**src/seqPkg.sv**
```systemverilog
package seqPkg;

	localparam int irWidth = 32;
	localparam int regListWidth = 16;
	localparam int regNumWidth = 4;

	// Instruction field positions
	localparam int classLsb = 25;
	localparam int classMsb = 27;
	localparam int preBit = 24;
	localparam int linkBit = 24; // Same bit as pre, branch only
	localparam int upBit = 23;
	localparam int byteBit = 22;
	localparam int writeBit = 21;
	localparam int loadBit = 20;
	localparam int sBit = 20; // Data processing flag update
	localparam int extraLsBit = 7;
	localparam int shiftRegBit = 4;
	localparam int opcodeLsb = 21;
	localparam int opcodeMsb = 24;

	// Values of the class field, bits 27:25
	localparam logic [2:0] dpRegCode = 3'b000;
	localparam logic [2:0] dpImmCode = 3'b001;
	localparam logic [2:0] lsImmCode = 3'b010;
	localparam logic [2:0] lsRegCode = 3'b011;
	localparam logic [2:0] multiCode = 3'b100;
	localparam logic [2:0] branchCode = 3'b101;

	localparam logic [3:0] tstOpcode = 4'b1000;
	localparam logic [3:0] teqOpcode = 4'b1001;

	typedef enum logic [2:0] {
		clsDpImm, clsDpReg, clsTest, clsLoadStore, clsMulti, clsBranch, clsUnknown
	} instrClassT;

	typedef enum logic [5:0] {
		stFetch0, stFetch1, stFetch2, stFetchWait, stDecode,
		stDpImm, stDpImmS, stDpReg, stDpRegS, stTestImm, stTestReg,
		stLdAddr, stLdCalc, stLdWait, stLdWrite,
		stStAddr, stStCalc, stStData, stStWait,
		stLmAddr, stLmCalc, stLmWait, stLmNext,
		stSmAddr, stSmCalc, stSmData, stSmWait,
		stBranch, stBranchLink, stLinkWrite
	} microStateT;

	typedef enum logic [1:0] {
		offset, preIndex, postIndex
	} addrModeT;

	typedef enum logic [1:0] {
		incAfter, incBefore, decAfter, decBefore
	} multiModeT;

endpackage
```
**src/controlSequencer.sv**
```systemverilog
`timescale 1ns/10ps

module controlSequencer (
	input logic clk,
	input logic rstN,
	input logic [seqPkg::irWidth-1:0] ir,
	input logic cond,
	input logic moc,
	output seqPkg::microStateT state,
	output seqPkg::addrModeT addrMode,
	output seqPkg::multiModeT multiMode,
	output logic byteOp,
	output logic subtract,
	output logic regOffset,
	output logic writeBack,
	output logic [seqPkg::regNumWidth-1:0] regNum
);

	seqPkg::instrClassT instrClass;
	logic regForm;
	logic setFlags;
	logic isLoad;
	logic loadFields; // Decode accepted, capture fields
	logic advance;
	logic listEmpty;
	logic lastReg;

	instrDecoder instrDecoder_i (
		.ir(ir),
		.instrClass(instrClass),
		.regForm(regForm),
		.setFlags(setFlags),
		.isLoad(isLoad)
	);

	decodeRegister decodeRegister_i (
		.clk(clk),
		.rstN(rstN),
		.loadFields(loadFields),
		.ir(ir),
		.addrMode(addrMode),
		.multiMode(multiMode),
		.byteOp(byteOp),
		.subtract(subtract),
		.regOffset(regOffset),
		.writeBack(writeBack)
	);

	regListScanner regListScanner_i (
		.clk(clk),
		.rstN(rstN),
		.loadFields(loadFields),
		.advance(advance),
		.ir(ir),
		.regNum(regNum),
		.listEmpty(listEmpty),
		.lastReg(lastReg)
	);

	microSequencer microSequencer_i (
		.clk(clk),
		.rstN(rstN),
		.cond(cond),
		.moc(moc),
		.instrClass(instrClass),
		.regForm(regForm),
		.setFlags(setFlags),
		.isLoad(isLoad),
		.listEmpty(listEmpty),
		.lastReg(lastReg),
		.state(state),
		.loadFields(loadFields),
		.advance(advance)
	);

endmodule

```
**src/decodeRegister.sv**
```systemverilog
`timescale 1ns/10ps

module decodeRegister (
	input logic clk,
	input logic rstN,
	input logic loadFields,
	input logic [seqPkg::irWidth-1:0] ir,
	output seqPkg::addrModeT addrMode,
	output seqPkg::multiModeT multiMode,
	output logic byteOp,
	output logic subtract,
	output logic regOffset,
	output logic writeBack
);

	seqPkg::addrModeT addrModeNext;
	seqPkg::multiModeT multiModeNext;

	always_comb begin
		if (!ir[seqPkg::preBit])
			addrModeNext = seqPkg::postIndex;
		else if (ir[seqPkg::writeBit])
			addrModeNext = seqPkg::preIndex;
		else
			addrModeNext = seqPkg::offset;
		case ({ir[seqPkg::upBit], ir[seqPkg::preBit]})
			2'b10: multiModeNext = seqPkg::incAfter;
			2'b11: multiModeNext = seqPkg::incBefore;
			2'b00: multiModeNext = seqPkg::decAfter;
			default: multiModeNext = seqPkg::decBefore;
		endcase
	end

	always_ff @(posedge clk) begin
		if (!rstN) begin
			addrMode <= seqPkg::offset;
			multiMode <= seqPkg::incAfter;
			byteOp <= 1'b0;
			subtract <= 1'b0;
			regOffset <= 1'b0;
			writeBack <= 1'b0;
		end else if (loadFields) begin
			addrMode <= addrModeNext;
			multiMode <= multiModeNext;
			byteOp <= ir[seqPkg::byteBit];
			subtract <= !ir[seqPkg::upBit]; // Down means subtract the offset
			regOffset <= ir[seqPkg::classLsb]; // Set for register offset
			writeBack <= ir[seqPkg::writeBit];
		end
	end

endmodule

```
**src/instrDecoder.sv**
```systemverilog
`timescale 1ns/10ps

module instrDecoder (
	input logic [seqPkg::irWidth-1:0] ir,
	output seqPkg::instrClassT instrClass,
	output logic regForm,
	output logic setFlags,
	output logic isLoad
);

	logic [2:0] classField;
	logic [seqPkg::opcodeMsb-seqPkg::opcodeLsb:0] opcode;
	logic isTest;

	assign classField = ir[seqPkg::classMsb:seqPkg::classLsb];
	assign opcode = ir[seqPkg::opcodeMsb:seqPkg::opcodeLsb];
	assign isTest = (opcode == seqPkg::tstOpcode) || (opcode == seqPkg::teqOpcode);

	assign setFlags = ir[seqPkg::sBit];
	assign isLoad = ir[seqPkg::loadBit];

	always_comb begin
		instrClass = seqPkg::clsUnknown;
		regForm = 1'b0;
		case (classField)
			seqPkg::dpRegCode: begin
				if (ir[seqPkg::shiftRegBit]) begin
					instrClass = seqPkg::clsUnknown; // Shift by register or extra load and store
				end else begin
					regForm = 1'b1;
					instrClass = isTest ? seqPkg::clsTest : seqPkg::clsDpReg;
				end
			end
			seqPkg::dpImmCode: begin
				instrClass = isTest ? seqPkg::clsTest : seqPkg::clsDpImm;
			end
			seqPkg::lsImmCode: begin
				instrClass = seqPkg::clsLoadStore;
			end
			seqPkg::lsRegCode: begin
				if (!ir[seqPkg::shiftRegBit]) begin
					regForm = 1'b1;
					instrClass = seqPkg::clsLoadStore;
				end
			end
			seqPkg::multiCode: begin
				instrClass = seqPkg::clsMulti;
			end
			seqPkg::branchCode: begin
				// For a branch the form flag selects the link variant
				regForm = ir[seqPkg::linkBit];
				instrClass = seqPkg::clsBranch;
			end
			default: begin
				instrClass = seqPkg::clsUnknown;
			end
		endcase
	end

endmodule

```
**src/microSequencer.sv**
```systemverilog
`timescale 1ns/10ps

module microSequencer (
	input logic clk,
	input logic rstN,
	input logic cond,
	input logic moc,
	input seqPkg::instrClassT instrClass,
	input logic regForm,
	input logic setFlags,
	input logic isLoad,
	input logic listEmpty,
	input logic lastReg,
	output seqPkg::microStateT state,
	output logic loadFields,
	output logic advance
);

	seqPkg::microStateT nextState;

	always_ff @(posedge clk) begin
		if (!rstN)
			state <= seqPkg::stFetch0;
		else
			state <= nextState;
	end

	assign loadFields = (state == seqPkg::stDecode) && cond;

	assign advance = ((state == seqPkg::stLmNext) && !lastReg) ||
		((state == seqPkg::stSmWait) && moc && !lastReg);

	always_comb begin
		nextState = seqPkg::stFetch1;
		case (state)
			seqPkg::stFetch0: nextState = seqPkg::stFetch1;
			seqPkg::stFetch1: nextState = seqPkg::stFetch2;
			seqPkg::stFetch2: nextState = seqPkg::stFetchWait;
			seqPkg::stFetchWait: nextState = moc ? seqPkg::stDecode : seqPkg::stFetchWait;
			seqPkg::stDecode: begin
				if (!cond) begin
					nextState = seqPkg::stFetch1; // Condition failed
				end else begin
					case (instrClass)
						seqPkg::clsDpImm:
							nextState = setFlags ? seqPkg::stDpImmS : seqPkg::stDpImm;
						seqPkg::clsDpReg:
							nextState = setFlags ? seqPkg::stDpRegS : seqPkg::stDpReg;
						seqPkg::clsTest:
							nextState = regForm ? seqPkg::stTestReg : seqPkg::stTestImm;
						seqPkg::clsLoadStore:
							nextState = isLoad ? seqPkg::stLdAddr : seqPkg::stStAddr;
						seqPkg::clsMulti: begin
							if (listEmpty)
								nextState = seqPkg::stFetch1; // Nothing to transfer
							else
								nextState = isLoad ? seqPkg::stLmAddr : seqPkg::stSmAddr;
						end
						seqPkg::clsBranch:
							nextState = regForm ? seqPkg::stBranchLink : seqPkg::stBranch;
						default: nextState = seqPkg::stFetch1; // Unknown instruction
					endcase
				end
			end

			// Single cycle operations
			seqPkg::stDpImm, seqPkg::stDpImmS, seqPkg::stDpReg, seqPkg::stDpRegS,
			seqPkg::stTestImm, seqPkg::stTestReg, seqPkg::stBranch:
				nextState = seqPkg::stFetch1;
			seqPkg::stBranchLink: nextState = seqPkg::stLinkWrite;
			seqPkg::stLinkWrite: nextState = seqPkg::stFetch1;

			seqPkg::stLdAddr: nextState = seqPkg::stLdCalc;
			seqPkg::stLdCalc: nextState = seqPkg::stLdWait;
			seqPkg::stLdWait: nextState = moc ? seqPkg::stLdWrite : seqPkg::stLdWait;
			seqPkg::stLdWrite: nextState = seqPkg::stFetch1;

			seqPkg::stStAddr: nextState = seqPkg::stStCalc;
			seqPkg::stStCalc: nextState = seqPkg::stStData;
			seqPkg::stStData: nextState = seqPkg::stStWait;
			seqPkg::stStWait: nextState = moc ? seqPkg::stFetch1 : seqPkg::stStWait;

			seqPkg::stLmAddr: nextState = seqPkg::stLmCalc;
			seqPkg::stLmCalc: nextState = seqPkg::stLmWait;
			seqPkg::stLmWait: nextState = moc ? seqPkg::stLmNext : seqPkg::stLmWait;
			seqPkg::stLmNext: nextState = lastReg ? seqPkg::stFetch1 : seqPkg::stLmAddr;

			seqPkg::stSmAddr: nextState = seqPkg::stSmCalc;
			seqPkg::stSmCalc: nextState = seqPkg::stSmData;
			seqPkg::stSmData: nextState = seqPkg::stSmWait;
			seqPkg::stSmWait: begin
				if (!moc)
					nextState = seqPkg::stSmWait; // Memory still busy
				else if (lastReg)
					nextState = seqPkg::stFetch1;
				else
					nextState = seqPkg::stSmAddr;
			end

			default: nextState = seqPkg::stFetch1;
		endcase
	end

endmodule

```
**src/regListScanner.sv**
```systemverilog
`timescale 1ns/10ps

module regListScanner (
	input logic clk,
	input logic rstN,
	input logic loadFields,
	input logic advance,
	input logic [seqPkg::irWidth-1:0] ir,
	output logic [seqPkg::regNumWidth-1:0] regNum,
	output logic listEmpty,
	output logic lastReg
);

	logic [seqPkg::regListWidth-1:0] listMask; // Registers still to transfer
	logic [seqPkg::regListWidth-1:0] remaining;

	assign remaining = listMask & (listMask - 1'b1); // Lowest set bit removed

	always_ff @(posedge clk) begin
		if (!rstN) begin
			listMask <= '0;
		end else if (loadFields) begin
			listMask <= ir[seqPkg::regListWidth-1:0];
		end else if (advance) begin
			listMask <= remaining;
		end
	end

	// Lowest remaining register, so transfers go in ascending order
	always_comb begin
		regNum = '0;
		for (int i = seqPkg::regListWidth - 1; i >= 0; i--) begin
			if (listMask[i])
				regNum = seqPkg::regNumWidth'(i);
		end
	end

	// Looked at during decode, before the mask is loaded
	assign listEmpty = ~|ir[seqPkg::regListWidth-1:0];

	assign lastReg = (|listMask) & ~(|remaining); // One register left

endmodule

```
**config.mk**
```make
export PLATFORM = sky130hd
export DESIGN_NAME = controlSequencer
export DESIGN_NICKNAME = d
export VERILOG_FILES = /design/src/seqPkg.sv /design/src/controlSequencer.sv /design/src/decodeRegister.sv /design/src/instrDecoder.sv /design/src/microSequencer.sv /design/src/regListScanner.sv
export SDC_FILE = /design/constraint.sdc
export NUM_CORES = 1
export LEC_CHECK = 0
export ABC_AREA = 1
export BUFFER_PORTS_ARGS = -buffer_cell sky130_fd_sc_hd__buf_4
export CORE_ASPECT_RATIO = 1.75
export CORE_MARGIN = 5
export CORE_UTILIZATION = 25
export CTS_CLUSTER_DIAMETER = 60
export CTS_CLUSTER_SIZE = 40
export DETAILED_ROUTE_END_ITERATION = 12
export GPL_ROUTABILITY_DRIVEN = 0
export PLACE_DENSITY = 0.47
export SYNTH_ARGS = -nofsm -noshare
export SYNTH_HDL_FRONTEND = slang
export SYNTH_SLANG_ARGS = --single-unit
```
**constraint.sdc**
```tcl
create_clock -name clk -period 4 [get_ports clk]
set_clock_uncertainty 0.15 [all_clocks]
set_input_delay 0.6 -clock clk [delete_from_list [all_inputs] [get_ports clk]]
set_output_delay 0.6 -clock clk [all_outputs]
set_load 0.02 [all_outputs]
```
== Yosys cells after proc, flatten, opt, wreduce, memory -nomap -nowiden ==
Cells that the tools add are included.
Word-level totals
  flip-flop bits (word level): 30
  bits of input ports: 36
  output and inout port bits: 18
  logic and storage cells: 107
Operators by class
  $add $sub $neg: 1
  equality and inequality tests: 34
  muxes and demuxes: 45
  bitwise gates (word level): 3
  reduce and logical (&&, ||, !) cells: 16
Operators by type and width (count)
  $pmux 6 s20: 1
  $eq 6x5->1 const B: 12
  $mux 4: 17
  $reduce_or 16->1: 3
  $pmux 6 s6: 1
  $mux 16: 2
  $eq 6x4->1 const B: 4
  $mux 3: 6
  $mux 6: 3
  $pmux 3 s6: 1
  $and 16x16->16: 1
  $sub 16x1->16 const B: 1
  $mux 5: 3
  $mux 2: 7
  $eq 3x2->1 const B: 4
  $eq 3x3->1 const B: 4
  $eq 6x2->1 const B: 2
  $eq 4x4->1 const B: 2
  $eq 3x1->1 const B: 2
  $eq 6x1->1 const B: 1
  $eq 6x3->1 const B: 1
  $logic_not 3->1: 2
  $pmux 2 s3: 1
  $eq 2x2->1 const B: 2
  10 further kinds: 16

== Logic depth before layout (Yosys ltp) ==
  depth after elaboration: 16
  depth in mapped cells: 14

== Cells and area by module ==
A second synthesis with hierarchy kept.
Unflattened totals
  cell total of the unflattened synthesis: 398
  area total of the unflattened synthesis: 2242.2 um^2
Modules (own cells, without submodules)
  regListScanner: instances 1, cells each 182, area each 1086.0 um^2
  microSequencer: instances 1, cells each 149, area each 748.2 um^2
  decodeRegister: instances 1, cells each 35, area each 271.5 um^2
  instrDecoder: instances 1, cells each 32, area each 136.4 um^2

== Worst setup path before layout ==
OpenSTA, ideal clock, no wires.
  path kind: reg2out
  start: register regListScanner_i.listMask[15] in the netlist's numbering
  end: output regNum[0] in the netlist's numbering
  data arrival time: 1328 ps
  required time: 3250 ps
  setup slack: 1922 ps
  cell stages (with the launch flop): 15
  cells stage by stage: dfxtp_1 inv_1 o21ai_0 nand2_1 nand2_1 nand2_1 nand2_1 nand2_1 nand2_1 nand2_1 nand2_1 nand2_1 nand2_1 nand2_1 a21oi_1
Between the ends
  cells in the longest elaborated chain, start to end: 16
Ends and longest elaborated chain
  start, declared: RTL line regListScanner.sv:14  | logic [seqPkg::regListWidth-1:0] listMask;
  start signal, assigned: RTL line regListScanner.sv:23  | listMask <= ir[seqPkg::regListWidth-1:0];
  start signal, assigned: RTL line regListScanner.sv:25  | listMask <= remaining;
  $mux 4 (16 in series): RTL line regListScanner.sv:33  | if (listMask[i])
  end, declared: RTL line controlSequencer.sv:16  | output logic [seqPkg::regNumWidth-1:0] regNum
Every way passes these cells.

== Final worst setup path ==
Same ends and word-level chain as after synthesis.

==> metrics.csv <==
metric;value;unit
RSZ-0062 raised after global routing;false;
Final Hold Viols;0;
total track usage;14.2;%
synthesized cell area;0.00238;mm²
cts repair resizes;0;
Starting Density;25.3;%
via count;2739;
Syn. warnings;0;
ANT nets after route;0;
Startpoint Class;flip-flop;
Final HPWL DP;6.30;mm
Area after DPL;0.00278;mm²
I/O Buffers;44;
average size of a mapped cell;5.72;µm²
sequential area share after synthesis;24.4;%
Final nets;490;
fraction of power spent switching nets;34.8;%
drt via density;4.76;
CP arrival;1810;ps
kind of critical path;reg -> out;
CP cell instances;inv_1 > o21ai_0 > nand2_1 > nand2_1 > nand2_1 > nand2_1 > nand2_1 > nand2_1 > nand2_1 > nand2_1 > nand2_1 > nand2_1 > nand2_1 > a21oi_1 > buf_4;
CTS tree;built;
CP Capture Type;output pin;
fraction of layout cells with a size suffix above 1;16.8;%
Async SR Flop Fraction;0;%
R2R Setup Slk;1670;ps
P_sw;0.346;mW
HP Class;reg -> reg;
syn nets;453;
distinct cell type count of the synthesized netlist;37;
# rows;47;
Worst Path Max Fanout;3;
TritonRoute pass-1 iters;4;
Post-synth EDFFs;0;
number of buffers created by CTS;5;
Max Root-Sink Buffers;2;
Final Max Tran Viols;0;
Worst EP required;3250;ps
Final min period;2560;ps
post-route cell area;0.00291;mm²
hold_buf cts;0;
GRT Residual Overflow;0;
setup tns final;0;ps
#FFs+latches synth;29;
DIE AREA;0.0117;mm²
max-capacitance violation count;0;
largest net degree at the start of global routing;43;
Initial DRC Count;153;
period utilisation layout;64.0;%
max_slew headroom;46.4;%
Clk pin slew, worst setup/hold paths;50;ps
worst slew pin tran;801;ps
Pint;0.647;mW
Post-Route WL;8.00;mm
critical path's slowest cell;dfxtp_1;
die height;139;µm
pwr dens;341;mW/mm²
hold_ws;314;ps
Most common cell on crit path;nand2_1;
Setup Viol. Count Final;0;
clock sinks;29;
Post-CTS Setup Bufs;0;
clock power share;35.1;%
chip width;83.8;µm
worst-skew pair later-pin latency;280;ps
Post-synth top cells;118 x nand2_1, 71 x nor2_1, 39 x inv_1, 33 x a21oi_1, 29 x dfxtp_1;
synth-to-layout area growth;22.1;%
leakage;1.48;nW
combinational power share;32.0;%
number of global-route vias before repair;2716;
cell type with the largest total area after synthesis;dfxtp_1;
Peak VDD IR;0.143;mV
ys flop type;dfxtp_1;
wire per inst;13.9;µm
share of the synthesized area in the top cell type;24.4;%
htree depth;2;
detailed-route DRC error count;0;
Sequential Power Share;32.9;%
CTS root buffer;clkbuf_16;
antenna cells;0;
most common cell in the netlist;nand2_1;
io pins;54;
Critical Path Max Stage Delay;340;ps
first-pass GRT wire length;13.1;mm
Max Fclk;391;MHz
Syn Inst Count;417;
core box area;0.00941;mm²
top post-synthesis cells by area;dfxtp_1 24%, nand2_1 19%, nor2_1 11%;
initial antenna violation count;0;
status;finished, final reports clean;
==> state kept, by name, indices dropped and copies added, names as in the netlist <==
name and count:
decodeRegister_i.addrMode 2, decodeRegister_i.byteOp 1, decodeRegister_i.multiMode 2, decodeRegister_i.regOffset 1, decodeRegister_i.subtract 1, decodeRegister_i.writeBack 1, microSequencer_i.state 5, regListScanner_i.listMask 16
==> worst max-delay path, delay by kind of cell, from the launching register on <==
family / cells / cell delay, ps
AO/OA/AOI/OAI: 2 / 320
buffers and inverters: 2 / 220
flip-flops: 1 / 340
AND/OR/NAND/NOR: 11 / 640
==> layer usage <==
layer	track usage, %	up-vias	part of all wire, %
met4	7.20	0	3.3
met3	2.14	13	3.4
met1	13.8	1244	35
li1	-	1425	-
met2	28.1	57	58
met5	0	-	0
==> path summary, 6_finish.rpt <==
check,endpoint,depth (start not counted),from
worst max-delay path,regNum[0],15,regListScanner_i.listMask[15]
worst min-delay path,decodeRegister_i.multiMode[1],2,decodeRegister_i.multiMode[1]
worst max register to register,regListScanner_i.listMask[13],9,microSequencer_i.state[2]
worst min register to register,decodeRegister_i.multiMode[1],2,decodeRegister_i.multiMode[1]
==> cell usage in the layout, fill, tap and decap left out, drive strengths merged <==
master / Yosys / final
a211oi: 1 / 1
a21boi: 1 / 1
a21oi: 34 / 34
a31oi: 3 / 3
buf: 11 / 45
clkbuf: 4 / 5
clkinv: 0 / 1
conb: 1 / 1
dfxtp: 29 / 29
inv: 45 / 45
nand2: 123 / 123
nand3: 29 / 29
nand3b: 3 / 3
nand4: 12 / 12
nor2: 79 / 79
nor3: 7 / 7
nor4: 1 / 1
o2111ai: 2 / 2
o211ai: 3 / 3
o21ai: 24 / 24
o21bai: 1 / 1
o22ai: 1 / 1
o31ai: 2 / 2
or2: 1 / 1
==> cell families (layout without fill, tap and decap cells) <==
group / count (synthesis) / after routing / synth area share, %
DFF: 29 / 29 / 24.4
buffers and inverters: 60 / 96 / 11.0
AOI/OAI and AO/OA: 72 / 72 / 17.1
and+or+nand+nor: 255 / 255 / 47.3
other: 1 / 1 / 0.157
==> power by group through the flow <==
stage,Sequential (mW),Clock [mW],Combinational (mW)
finish,0.327,0.349,0.317
global route,0.330,0.373,0.358
CTS,0.327,0.363,0.319
detailed placement,0.333,0,0.319
global placement,0.334,0,0.320
floorplan,0.340,0,0.202
==> metrics by stage <==
step                      utilization (%)  total power [mW]  setup slack [ps]  instances
after CTS                            30.9              1.01              1390        575
final                                30.9             0.993              1440        575
after global routing                 30.9              1.06              1300        575
after floorplan                         -             0.542              1920        417
after global placement               29.5             0.654              1630        569
after detailed placement             29.5             0.652              1670        569
==> layout make-up <==
| type | instances | area (µm²) |
|---|---|---|
| Fill cell | 1105 | 6500 |
| Multi-Input combinational cell | 328 | 1540 |
| Sequential cell | 29 | 581 |
| Timing Repair Buffer | 45 | 338 |
| Inverter | 45 | 169 |
| Tap cell | 122 | 153 |
| Clock buffer | 5 | 125 |
| Clock inverter | 1 | 5.00 |
No activity file was read; power rests on OpenSTA's default activity.
